<file path="config.mk">
export PLATFORM = sky130hd
export DESIGN_NAME = adc_demux_top
export DESIGN_NICKNAME = d
export VERILOG_FILES = /design/src/rtl/adc_demux_pkg.sv /design/src/rtl/lane_deserializer.sv /design/src/rtl/frame_checker.sv /design/src/rtl/sync_gate.sv /design/src/rtl/sample_fifo.sv /design/src/rtl/wb_ctrl_regs.sv /design/src/rtl/adc_demux_top.sv
export SDC_FILE = /design/constraint.sdc
export NUM_CORES = 2
export LEC_CHECK = 0
export ABC_AREA = 1
export BUFFER_PORTS_ARGS = -buffer_cell sky130_fd_sc_hd__buf_2
export CAP_MARGIN = 20
export CORE_ASPECT_RATIO = 1.4
export CORE_UTILIZATION = 50
export DETAILED_ROUTE_END_ITERATION = 12
export PLACE_DENSITY = 0.7
export SYNTH_ARGS = -nofsm -noshare
export SYNTH_HDL_FRONTEND = slang
export SYNTH_SLANG_ARGS = --single-unit
</file>
<file path="constraint.sdc">
create_clock -name fclk_ctr_clk -period 8.6 [get_ports fclk_ctr_clk]
set_clock_uncertainty 0.05 [all_clocks]
set_input_delay 0.43 -clock fclk_ctr_clk [delete_from_list [all_inputs] [get_ports fclk_ctr_clk]]
set_output_delay 0.43 -clock fclk_ctr_clk [all_outputs]
set_load 0.01 [all_outputs]
</file>
<file path="src/rtl/adc_demux_pkg.sv">
package adc_demux_pkg;

  // ADC geometry
  localparam int NUM_CH       = 4;
  localparam int NUM_LANES    = 2 * NUM_CH;
  localparam int WORD_W       = 10;
  localparam int BITS_PER_CLK = 2;
  localparam int WORD_CYCLES  = WORD_W / BITS_PER_CLK;

  // Frame lane carries five ones then five zeros every word
  localparam logic [WORD_W-1:0] FRAME_PATTERN = 10'b11111_00000;

  // Cycles from sync edge to FIFO read enable
  localparam int RD_DELAY = 11;

  // Frame buffering and downstream flow control
  localparam int FIFO_DEPTH = 16;
  localparam int CREDITS    = 4;

  // Register map
  localparam logic [31:0] REG_STATUS    = 32'h0000_0000;
  localparam logic [31:0] REG_FRAME_CNT = 32'h0000_0004;
  localparam logic [31:0] REG_ERR_CNT   = 32'h0000_0008;
  localparam logic [31:0] REG_BITSLIP   = 32'h0000_000C;
  localparam logic [31:0] REG_CTRL      = 32'h0000_0010;

  // One channel, two interleaved lanes
  typedef struct packed {
    logic [WORD_W-1:0] lane_a;
    logic [WORD_W-1:0] lane_b;
  } adc_ch_t;

  // All channels of one frame, 80 bits
  typedef struct packed {
    adc_ch_t [NUM_CH-1:0] ch;
  } adc_frame_t;

  // Wishbone master to slave
  typedef struct packed {
    logic [31:0] adr;
    logic [31:0] dat;
    logic [3:0]  sel;
    logic        we;
    logic        cyc;
    logic        stb;
  } wb_req_t;

  // Wishbone slave to master
  typedef struct packed {
    logic [31:0] dat;
    logic        ack;
    logic        err;
  } wb_rsp_t;

endpackage

</file>
<file path="src/rtl/lane_deserializer.sv">
`timescale 1ns/1ps

module lane_deserializer
  import adc_demux_pkg::*;
(
  input  logic                    fclk_ctr_clk,
  input  logic                    rst,
  input  logic [BITS_PER_CLK-1:0] bits_i,
  input  logic                    word_stb_i,
  input  logic                    slip_i,
  output logic [WORD_W-1:0]       word_o
);

  localparam int HIST_W = 2 * WORD_W;
  localparam int OFS_W  = $clog2(WORD_W);

  logic [HIST_W-1:0] hist_q;
  logic [HIST_W-1:0] hist_next;
  logic [OFS_W-1:0]  offset_q;

  // Rise bit is the earlier one, so it sits above the fall bit
  assign hist_next = {hist_q[HIST_W-BITS_PER_CLK-1:0], bits_i};

  // Bit history, oldest bit at the top
  always_ff @(posedge fclk_ctr_clk) begin
    hist_q <= hist_next;
  end

  // Slip offset, wraps after the last bit position
  always_ff @(posedge fclk_ctr_clk) begin
    if (rst) begin
      offset_q <= '0;
    end else if (slip_i) begin
      if (offset_q == OFS_W'(WORD_W - 1)) begin
        offset_q <= '0;
      end else begin
        offset_q <= offset_q + 1'b1;
      end
    end
  end

  // Window starts at the top of the history and moves down by the offset,
  // so a lane that lags by k bits lines up after k slips
  always_ff @(posedge fclk_ctr_clk) begin
    if (word_stb_i) begin
      word_o <= hist_next[(HIST_W - 1) - int'(offset_q) -: WORD_W];
    end
  end

endmodule

</file>
<file path="src/rtl/frame_checker.sv">
`timescale 1ns/1ps

module frame_checker
  import adc_demux_pkg::*;
(
  input  logic              fclk_ctr_clk,
  input  logic              rst,
  input  logic [WORD_W-1:0] frame_word_i,
  input  logic              clear_i,
  output logic              word_stb_o,
  output logic              word_rdy_o,
  output logic [31:0]       frame_cnt_o,
  output logic [31:0]       err_cnt_o
);

  localparam int PHASE_W = $clog2(WORD_CYCLES);

  logic [PHASE_W-1:0] phase_q;

  // Capture strobe on the last bit pair of a word
  assign word_stb_o = (phase_q == PHASE_W'(WORD_CYCLES - 1));

  always_ff @(posedge fclk_ctr_clk) begin
    if (rst) begin
      phase_q <= '0;
    end else if (word_stb_o) begin
      phase_q <= '0;
    end else begin
      phase_q <= phase_q + 1'b1;
    end
  end

  // Words are valid one cycle after capture
  always_ff @(posedge fclk_ctr_clk) begin
    if (rst) begin
      word_rdy_o <= 1'b0;
    end else begin
      word_rdy_o <= word_stb_o;
    end
  end

  always_ff @(posedge fclk_ctr_clk) begin
    if (rst || clear_i) begin
      frame_cnt_o <= '0;
      err_cnt_o   <= '0;
    end else if (word_rdy_o) begin
      frame_cnt_o <= frame_cnt_o + 1'b1;
      // Misaligned or corrupted frame lane
      if (frame_word_i != FRAME_PATTERN) begin
        err_cnt_o <= err_cnt_o + 1'b1;
      end
    end
  end

endmodule

</file>
<file path="src/rtl/sync_gate.sv">
`timescale 1ns/1ps

module sync_gate
  import adc_demux_pkg::*;
(
  input  logic fclk_ctr_clk,
  input  logic rst,
  input  logic sync_i,
  output logic wr_en_o,
  output logic rd_en_o,
  output logic sync_o
);

  localparam int CNT_W = $clog2(RD_DELAY + 1);

  logic             sync_meta;
  logic             sync_sync;
  logic             sync_prev;
  logic             rd_pending;
  logic [CNT_W-1:0] rd_cnt;

  // Two-flop synchronizer, third flop for the edge
  always_ff @(posedge fclk_ctr_clk) begin
    if (rst) begin
      sync_meta <= 1'b0;
      sync_sync <= 1'b0;
      sync_prev <= 1'b0;
    end else begin
      sync_meta <= sync_i;
      sync_sync <= sync_meta;
      sync_prev <= sync_sync;
    end
  end

  assign sync_o = sync_sync & ~sync_prev;

  // Write side opens right after the edge and stays open
  always_ff @(posedge fclk_ctr_clk) begin
    if (rst) begin
      wr_en_o <= 1'b0;
    end else if (sync_o) begin
      wr_en_o <= 1'b1;
    end
  end

  // Read side opens RD_DELAY cycles after the edge
  always_ff @(posedge fclk_ctr_clk) begin
    if (rst) begin
      rd_pending <= 1'b0;
      rd_cnt     <= '0;
      rd_en_o    <= 1'b0;
    end else if (sync_o && !rd_pending && !rd_en_o) begin
      rd_pending <= 1'b1;
      rd_cnt     <= CNT_W'(RD_DELAY - 1);
    end else if (rd_pending) begin
      rd_cnt <= rd_cnt - 1'b1;
      if (rd_cnt == CNT_W'(1)) begin
        rd_pending <= 1'b0;
        rd_en_o    <= 1'b1;
      end
    end
  end

endmodule

</file>
<file path="src/rtl/sample_fifo.sv">
`timescale 1ns/1ps

module sample_fifo
  import adc_demux_pkg::*;
(
  input  logic       fclk_ctr_clk,
  input  logic       rst,
  input  adc_frame_t frame_i,
  input  logic       word_rdy_i,
  input  logic       wr_en_i,
  input  logic       rd_en_i,
  input  logic       clear_i,
  input  logic       credit_i,
  output adc_frame_t dout_o,
  output logic       dout_valid_o,
  output logic       overflow_o
);

  localparam int PTR_W  = $clog2(FIFO_DEPTH);
  localparam int CNT_W  = $clog2(FIFO_DEPTH + 1);
  localparam int CRED_W = $clog2(CREDITS + 1);

  adc_frame_t        mem [FIFO_DEPTH];
  logic [PTR_W-1:0]  wr_ptr;
  logic [PTR_W-1:0]  rd_ptr;
  logic [CNT_W-1:0]  count;
  logic [CRED_W-1:0] credits;
  logic              push;
  logic              full;
  logic              empty;
  logic              do_wr;
  logic              do_rd;

  assign push  = word_rdy_i & wr_en_i;
  assign full  = (count == CNT_W'(FIFO_DEPTH));
  assign empty = (count == '0);
  assign do_wr = push & ~full;
  // Pop only while the sink has room for another frame
  assign do_rd = rd_en_i & ~empty & (credits != '0);

  always_ff @(posedge fclk_ctr_clk) begin
    if (do_wr) begin
      mem[wr_ptr] <= frame_i;
    end
    if (do_rd) begin
      dout_o <= mem[rd_ptr];
    end
  end

  always_ff @(posedge fclk_ctr_clk) begin
    if (rst) begin
      wr_ptr       <= '0;
      rd_ptr       <= '0;
      count        <= '0;
      dout_valid_o <= 1'b0;
    end else begin
      if (do_wr) begin
        wr_ptr <= wr_ptr + 1'b1;
      end
      if (do_rd) begin
        rd_ptr <= rd_ptr + 1'b1;
      end
      case ({do_wr, do_rd})
        2'b10:   count <= count + 1'b1;
        2'b01:   count <= count - 1'b1;
        default: count <= count;
      endcase
      dout_valid_o <= do_rd;
    end
  end

  // One credit per returned pulse, one spent per frame sent
  always_ff @(posedge fclk_ctr_clk) begin
    if (rst) begin
      credits <= CRED_W'(CREDITS);
    end else begin
      credits <= credits + CRED_W'(credit_i) - CRED_W'(do_rd);
    end
  end

  // Sticky until cleared from the register bank
  always_ff @(posedge fclk_ctr_clk) begin
    if (rst || clear_i) begin
      overflow_o <= 1'b0;
    end else if (push && full) begin
      overflow_o <= 1'b1;
    end
  end

endmodule

</file>
<file path="src/rtl/wb_ctrl_regs.sv">
`timescale 1ns/1ps

module wb_ctrl_regs
  import adc_demux_pkg::*;
(
  input  logic               fclk_ctr_clk,
  input  logic               rst,
  input  wb_req_t            wb_req_i,
  output wb_rsp_t            wb_rsp_o,
  input  logic [31:0]        frame_cnt_i,
  input  logic [31:0]        err_cnt_i,
  input  logic               overflow_i,
  input  logic               wr_en_i,
  input  logic               rd_en_i,
  output logic [NUM_LANES:0] bitslip_o,
  output logic               clear_o
);

  logic        ack_q;
  logic        err_q;
  logic [31:0] dat_q;
  logic        req;
  logic        hit;
  logic [31:0] rd_data;
  logic [31:0] byte_mask;
  logic [31:0] wr_data;

  // New request only once the previous one has been answered
  assign req = wb_req_i.cyc & wb_req_i.stb & ~ack_q & ~err_q;

  always_comb begin
    for (int b = 0; b < 4; b++) begin
      byte_mask[8*b +: 8] = {8{wb_req_i.sel[b]}};
    end
  end

  assign wr_data = wb_req_i.dat & byte_mask;

  // Address decode and read mux
  always_comb begin
    hit     = 1'b1;
    rd_data = '0;
    case (wb_req_i.adr)
      REG_STATUS:    rd_data = {29'b0, rd_en_i, wr_en_i, overflow_i};
      REG_FRAME_CNT: rd_data = frame_cnt_i;
      REG_ERR_CNT:   rd_data = err_cnt_i;
      // Write-only pulse registers read back as zero
      REG_BITSLIP:   rd_data = '0;
      REG_CTRL:      rd_data = '0;
      default:       hit = 1'b0;
    endcase
  end

  always_ff @(posedge fclk_ctr_clk) begin
    if (rst) begin
      ack_q     <= 1'b0;
      err_q     <= 1'b0;
      bitslip_o <= '0;
      clear_o   <= 1'b0;
    end else begin
      ack_q     <= req & hit;
      err_q     <= req & ~hit;
      bitslip_o <= '0;
      clear_o   <= 1'b0;
      if (req && hit && wb_req_i.we) begin
        // One slip pulse per bit written as one
        if (wb_req_i.adr == REG_BITSLIP) begin
          bitslip_o <= wr_data[NUM_LANES:0];
        end
        if (wb_req_i.adr == REG_CTRL) begin
          clear_o <= wr_data[0];
        end
      end
    end
  end

  always_ff @(posedge fclk_ctr_clk) begin
    if (req) begin
      dat_q <= rd_data;
    end
  end

  assign wb_rsp_o = '{dat: dat_q, ack: ack_q, err: err_q};

endmodule

</file>
<file path="src/rtl/adc_demux_top.sv">
`timescale 1ns/1ps

module adc_demux_top
  import adc_demux_pkg::*;
(
  input  logic                 fclk_ctr_clk,
  input  logic                 rst,
  input  logic                 sync_i,
  input  logic [NUM_LANES-1:0] data_rise_i,
  input  logic [NUM_LANES-1:0] data_fall_i,
  input  logic                 frame_rise_i,
  input  logic                 frame_fall_i,
  input  logic                 credit_i,
  output adc_frame_t           dout_o,
  output logic                 dout_valid_o,
  output logic                 sync_o,
  input  logic [31:0]          wb_adr_i,
  input  logic [31:0]          wb_dat_i,
  input  logic [3:0]           wb_sel_i,
  input  logic                 wb_we_i,
  input  logic                 wb_cyc_i,
  input  logic                 wb_stb_i,
  output logic [31:0]          wb_dat_o,
  output logic                 wb_ack_o,
  output logic                 wb_err_o
);

  wb_req_t            wb_req;
  wb_rsp_t            wb_rsp;
  logic [WORD_W-1:0]  lane_word [NUM_LANES];
  logic [WORD_W-1:0]  frame_word;
  logic [NUM_LANES:0] bitslip;
  adc_frame_t         frame;
  logic               word_stb;
  logic               word_rdy;
  logic               clear;
  logic               wr_en;
  logic               rd_en;
  logic               overflow;
  logic [31:0]        frame_cnt;
  logic [31:0]        err_cnt;

  assign wb_req   = '{adr: wb_adr_i, dat: wb_dat_i, sel: wb_sel_i,
                      we: wb_we_i, cyc: wb_cyc_i, stb: wb_stb_i};
  assign wb_dat_o = wb_rsp.dat;
  assign wb_ack_o = wb_rsp.ack;
  assign wb_err_o = wb_rsp.err;

  // Data lanes
  for (genvar l = 0; l < NUM_LANES; l++) begin : g_lane
    lane_deserializer u_lane (
      .fclk_ctr_clk (fclk_ctr_clk),
      .rst          (rst),
      .bits_i       ({data_rise_i[l], data_fall_i[l]}),
      .word_stb_i   (word_stb),
      .slip_i       (bitslip[l]),
      .word_o       (lane_word[l])
    );
  end

  // Frame lane takes the top slip bit
  lane_deserializer u_frame_lane (
    .fclk_ctr_clk (fclk_ctr_clk),
    .rst          (rst),
    .bits_i       ({frame_rise_i, frame_fall_i}),
    .word_stb_i   (word_stb),
    .slip_i       (bitslip[NUM_LANES]),
    .word_o       (frame_word)
  );

  // Lane 2c is lane_a and lane 2c+1 is lane_b of channel c
  for (genvar c = 0; c < NUM_CH; c++) begin : g_ch
    assign frame.ch[c].lane_a = lane_word[2*c];
    assign frame.ch[c].lane_b = lane_word[2*c+1];
  end

  frame_checker u_frame_checker (
    .fclk_ctr_clk (fclk_ctr_clk),
    .rst          (rst),
    .frame_word_i (frame_word),
    .clear_i      (clear),
    .word_stb_o   (word_stb),
    .word_rdy_o   (word_rdy),
    .frame_cnt_o  (frame_cnt),
    .err_cnt_o    (err_cnt)
  );

  sync_gate u_sync_gate (
    .fclk_ctr_clk (fclk_ctr_clk),
    .rst          (rst),
    .sync_i       (sync_i),
    .wr_en_o      (wr_en),
    .rd_en_o      (rd_en),
    .sync_o       (sync_o)
  );

  sample_fifo u_sample_fifo (
    .fclk_ctr_clk (fclk_ctr_clk),
    .rst          (rst),
    .frame_i      (frame),
    .word_rdy_i   (word_rdy),
    .wr_en_i      (wr_en),
    .rd_en_i      (rd_en),
    .clear_i      (clear),
    .credit_i     (credit_i),
    .dout_o       (dout_o),
    .dout_valid_o (dout_valid_o),
    .overflow_o   (overflow)
  );

  wb_ctrl_regs u_wb_ctrl_regs (
    .fclk_ctr_clk (fclk_ctr_clk),
    .rst          (rst),
    .wb_req_i     (wb_req),
    .wb_rsp_o     (wb_rsp),
    .frame_cnt_i  (frame_cnt),
    .err_cnt_i    (err_cnt),
    .overflow_i   (overflow),
    .wr_en_i      (wr_en),
    .rd_en_i      (rd_en),
    .bitslip_o    (bitslip),
    .clear_o      (clear)
  );

endmodule

</file>
Yosys cells after proc, flatten, opt, wreduce, memory -nomap -nowiden
Memories as Yosys holds them, arrays and structs flattened. A register that Yosys moved wholly into a read port is not among the register bits.
Cells that the tools add are included.
{"block": "totals", "in_bits": 93, "regBits": 428, "output_inout_bits": 116, "wordCells": 167, "ram_bits": 1280, "memories": 1}
{"name": "u_sample_fifo.mem", "depth": 16, "word_bits": 80, "read_ports": 1, "rd_ports_with_merged_regs": 1, "wr": 1, "line_no": "sample_fifo.sv:23", "source": "adc_frame_t mem [FIFO_DEPTH];"}
{"block": "classes", "reduce_logical": 20, "add_sub_neg": 28, "n_mux": 19, "shifts": 9, "bitwise": 21, "eq_ne": 19}
{"cell": "$shiftx 29x6->10", "count": 9}
{"cell": "$pmux 32 s3", "count": 1}
{"cell": "$add 32x1->32 const B", "count": 2}
{"cell": "$eq 32x4->1 const B", "count": 2}
{"cell": "$sub 5x4->6 const A", "count": 9}
{"cell": "$add 4x1->4 const B", "count": 11}
{"cell": "$mux 4", "count": 11}
{"cell": "$eq 4x4->1 const B", "count": 9}
{"cell": "$eq 32x3->1 const B", "count": 1}
{"cell": "$eq 32x5->1 const B", "count": 1}
{"cell": "$logic_not 32->1", "count": 1}
{"cell": "$and 1x1->1", "count": 10}
{"cell": "$ne 10x10->1 const B", "count": 1}
{"cell": "$not 1->1", "count": 10}
{"cell": "$pmux 5 s2", "count": 1}
{"cell": "$and 9x9->9", "count": 1}
{"cell": "$mux 1", "count": 6}
{"cell": "$reduce_or 3->1", "count": 2}
{"cell": "$add 5x1->5 const B", "count": 1}
{"cell": "$eq 5x5->1 const B", "count": 1}
{"cell": "$logic_and 1x1->1", "count": 5}
{"cell": "$logic_not 5->1", "count": 1}
{"cell": "$reduce_or 5->1", "count": 1}
{"cell": "$sub 5x1->5 const B", "count": 1}
{"cell": "15 further kinds", "count": 18}

Logic depth before layout (Yosys ltp)
{"block": "depth", "word_depth": 7, "depth_mapped": 14, "ltp_nobuf": 14}

Modules after synthesis
From an unflattened synthesis, not the netlist that was laid out.
{"block": "hier_totals", "hier_cells": 7285, "hier_area_um2": 76505.9}
{"module": "sample_fifo", "cells_each": 4094, "area_per_inst_um2": 53284.9, "seq_area_each_um2": 41199.5, "n_inst": 1}
{"module": "lane_deserializer", "cells_each": 262, "area_per_inst_um2": 1885.6, "seq_area_each_um2": 740.7, "n_inst": 9}
{"module": "frame_checker", "cells_each": 597, "area_per_inst_um2": 3838.7, "seq_area_each_um2": 1361.3, "n_inst": 1}
{"module": "wb_ctrl_regs", "cells_each": 182, "area_per_inst_um2": 1990.7, "seq_area_each_um2": 1201.2, "n_inst": 1}
{"module": "sync_gate", "cells_each": 54, "area_per_inst_um2": 421.7, "seq_area_each_um2": 200.2, "n_inst": 1}

Worst setup path after synthesis
No wires, ideal clock.
{"block": "synth_path", "kind": "flip-flop to flip-flop", "start": "register u_frame_checker.word_rdy_o", "end": "memory u_sample_fifo.mem[11][0] (netlist bit) (enable)", "setup_ns": 0.519, "required_ns": 8.031, "path_buffers": 1, "period_less_slack_ns": 4.917, "slack_ns": 3.683, "t_arrival_ns": 4.348, "path_stages_with_launch": 8, "cell_sequence": "dfxtp_1 > buf_2 > nand2_1 > inv_1 > nand2_1 > inv_1 > nand2_1 > nor2_1"}
{"block": "synth_between", "elab_chain_cells": 4}
{"item": "start: declaration", "line_no": "frame_checker.sv:11", "source": "output logic word_rdy_o,"}
{"item": "start signal: assignment", "line_no": "frame_checker.sv:38", "source": "word_rdy_o <= word_stb_o;"}
{"item": "$and 1x1->1", "line_no": "sample_fifo.sv:34", "source": "assign push = word_rdy_i & wr_en_i;"}
{"item": "$and 1x1->1", "line_no": "sample_fifo.sv:37", "source": "assign do_wr = push & ~full;"}
{"item": "$mux 1", "line_no": "sample_fifo.sv:42", "source": "if (do_wr) begin"}
{"item": "$mux 1 (implied by the code)", "line_no": "sample_fifo.sv:43", "source": "mem[wr_ptr] <= frame_i;"}
{"item": "end: declaration", "line_no": "sample_fifo.sv:23"}
No other way between the ends.

Worst setup path in the final report
{"block": "layout_path", "start": "register u_frame_checker.word_rdy_o", "end": "memory u_sample_fifo.mem[6][52] (netlist bit) (enable)"}
The elaborated chain is that of the path after synthesis.

==> impl_metrics.env <==
export IMPL_critPathKind="reg -> reg"
export IMPL_hold_depth=2
export IMPL_die_x_um=328
export IMPL_grt_total_usage_pct=23.6
export IMPL_instances_no_fill=8750
export IMPL_crit_arrival_ns=4.60
export IMPL_yosysTopAreaCell="edfxtp_1"
export IMPL_rsz0062_at_grt="no"
export IMPL_synth_seq_area_share_pct=68.0
export IMPL_synth_edf_count=1482
export IMPL_dp_slack_ns=4.33
export IMPL_cp_end_kind="flip-flop"
export IMPL_r2r_setup_slack_ns=4.37
export IMPL_yosysWarnings=0
export IMPL_final_net_count=6798
export IMPL_critical_path_startpoint="u_frame_checker.word_rdy_o"
export IMPL_synth_fp_nets=6717
export IMPL_r2r_end="u_sample_fifo.mem[6][52]"
export IMPL_cts_tree="yes"
export IMPL_synth_cell_types=38
export IMPL_synthCells=6588
export IMPL_finalMaxSlewViolations=0
export IMPL_io_buffer_count=183
export IMPL_min_delay_path_class="in -> reg"
export IMPL_firstDrtPassIters=6
export IMPL_max_freq_mhz=236
export IMPL_vias_per_cell=5.76
export IMPL_start_kind="flip-flop"
export IMPL_holdPathEnd="u_sync_gate.sync_meta"
export IMPL_io_pins=209
export IMPL_min_from="rst"
export IMPL_dp_hpwl_mm=100
export IMPL_max_cap_violations=0
export IMPL_synthFlopType="edfxtp_1"
export IMPL_clk_pin_slew_worst_paths_ns=0.06
export IMPL_p_per_area_mw_per_mm2=204
export IMPL_fin_util_pct=55.8
export IMPL_row_count=167
export IMPL_cts_buffers=166
export IMPL_critical_path_required_ns=8.97
export IMPL_fillers=12200
export IMPL_vias=50400
export IMPL_synthToLayoutAreaGrowth_pct=10.8
export IMPL_holdWs_ns=0.0568
export IMPL_htree_num_levels=4
export IMPL_wire_per_inst_um=20.6
export IMPL_place_congestion=0.893
export IMPL_rr_worst_depth=8
export IMPL_dieArea_sq_mm=0.150
export IMPL_clock_latency_ns=0.82
export IMPL_post_cts_repair_setup_buffers=0
export IMPL_drtAntennaViolNets=0
export IMPL_drt_total_wl_mm=180
export IMPL_first_global_vias=48300
export IMPL_ir_drop_uv=169
export IMPL_cts_resized=0
export IMPL_hold_viol_final=0
export IMPL_placed_cells=8412
export IMPL_antenna_found_initial=3
export IMPL_grt_overflow=0
export IMPL_clockRootBuffer="clkbuf_16"
export IMPL_die_h_um=458
export IMPL_async_reset_ff_share_pct=0
export IMPL_finalSetupTns_ns=0
export IMPL_grt_start_max_net_pins=206
export IMPL_ys_ff_latch=1788
export IMPL_start_util_pct=50.4
export IMPL_synthTopCellsByArea="edfxtp_1 60%, dfxtp_1 8.2%, nand2_1 6.8%"
export IMPL_r2r_start="u_frame_checker.word_rdy_o"
export IMPL_min_period_ns=4.23
export IMPL_syn_cell_area_sq_mm=0.0744
export IMPL_cts_buffer_depth=3
export IMPL_fin_ws_ns=4.37
export IMPL_finalSetupViolCount=0
export IMPL_core_sq_mm=0.148
export IMPL_grt_pass1_wl_mm=274
export IMPL_p_leak_uw=0.0275
export IMPL_worst_pin_slew_ns=1.29
export IMPL_synth_avg_cell_area_sq_um=11.3
export IMPL_run_status="complete, no violations"
export IMPL_synth_top_area_share_pct=59.8
export IMPL_slew_headroom_pct=14.2
export IMPL_cp_max_fo=31
export IMPL_drc_errors=0
export IMPL_fin_crit_sh_pct=49.2
export IMPL_drtIter0Drc=4497
export IMPL_drive_gt1_share_pct=8.16
export IMPL_cts_sinks=1788
==> per-layer routing <==
layer / GRT usage, % / share of wire, % / up-vias
li1: - / - / 23800
met1: 30.4 / 41 / 24600
met2: 40.2 / 50 / 1692
met3: 3.31 / 6.1 / 360
met4: 9.30 / 3.5 / 0
met5: 0 / 0 / -
==> flip-flops by register name, summed over array words and instances (netlist names), 3 cells and up <==
register and cells:
u_sample_fifo.mem 1280, g_lane.u_lane.hist_q 144, g_lane.u_lane.word_o 80, u_sample_fifo.dout_o 80, g_lane.u_lane.offset_q 32, u_frame_checker.err_cnt_o 32
u_frame_checker.frame_cnt_o 32, u_wb_ctrl_regs.dat_q 32, u_frame_lane.hist_q 18, u_frame_lane.word_o 10, u_wb_ctrl_regs.bitslip_o 9, u_sample_fifo.count 5
u_frame_lane.offset_q 4, u_sample_fifo.rd_ptr 4, u_sample_fifo.wr_ptr 4, u_sync_gate.rd_cnt 4, u_frame_checker.phase_q 3, u_sample_fifo.credits 3
==> what timing repair did <==
item,CTS,global route
hold buffers,32,0
endpoints found under the hold margin,30,0
setup endpoints to repair,0,0
==> metrics by stage <==
step                cell area (sq um)  total power, uW
global placement                76800             9880
detailed placement              76900             9880
global route                    82500            17300
finish                          82500            16800
floorplan                       74400             9770
CTS                             82500            17000
==> synthesized netlist by cell type, types with 64 or more instances <==
cell,count
edfxtp_1,1482
nand2_1,1345
nor2_1,823
o21ai_0,659
dfxtp_1,306
nand3_1,279
clkbuf_1,246
mux2i_1,244
inv_1,216
o211ai_1,170
o221ai_1,162
a21oi_1,102
o22ai_1,100
nor3_1,69
buf_2,64
==> cell type report <==
type | count | area (sq um) | area share [%]
Sequential cell | 1788 | 50600 | 61.4
Multi-Input combinational cell | 4205 | 21400 | 26.0
Antenna cell | 4 | 10.0 | 0.0121
Timing Repair Buffer | 277 | 1820 | 2.20
Inverter | 231 | 890 | 1.08
Clock buffer | 205 | 4420 | 5.35
Tap cell | 1943 | 2430 | 2.95
Clock inverter | 97 | 815 | 0.988
==> critical path: stages, from the launching register on <==
cell	delay (ns)
dfxtp_1	0.63
nand2_1	0.10
inv_1	0.08
nand2_1	0.25
inv_1	0.26
nand2_1	0.28
nor2_4	0.91
buf_4	0.59
buf_4	0.63
==> worst max-delay path by stage <==
stage	to	slack [ns]	cells past startpoint
after floorplan	u_sample_fifo.mem[11][0]	3.68	7
after global placement	u_sample_fifo.mem[6][65]	4.36	8
after detailed placement	u_sample_fifo.mem[6][65]	4.33	8
after CTS	u_sample_fifo.mem[6][60]	4.36	8
after global routing	u_sample_fifo.mem[6][50]	4.19	8
final	u_sample_fifo.mem[6][52]	4.37	8
==> power by group <==
group / total (uW) / switching (uW) / internal [uW]
clock network: 7140 / 3180 / 3960
logic: 259 / 166 / 92.5
registers: 9450 / 73.8 / 9370
==> cells by family after synthesis <==
kind of cell | share of synthesized area (%)
XOR/XNOR | 0.271
AO/OA/AOI/OAI | 10.4
multiplexers | 3.28
buffers and inverters | 3.31
adder cells (fa/ha/maj) | 0.615
flip-flops | 68.0
AND/OR/NAND/NOR | 14.1
==> cells in the final DEF (no fill, tap or decap), types with 10 or more instances in the layout <==
cell	instances
nand2_1	1345
o221ai_1	162
bufinv_16	10
buf_4	54
ha_1	35
nor3_1	68
nand4_1	36
edfxtp_1	1482
nor2_1	806
o21a_1	14
dlygate4sd3_1	32
clkinv_2	30
xor2_1	21
or2_2	37
buf_2	183
and2_1	10
inv_1	212
clkbuf_1	32
o211ai_1	170
dfxtp_1	302
o21ai_1	41
mux2i_1	244
o21ai_0	659
a21oi_1	102
a31oi_1	29
clkbuf_16	170
nand3_1	279
nor2_4	16
clkinvlp_4	11
clkinv_1	40
o22ai_1	100
Note: power is estimated with default switching activity, not from simulation.
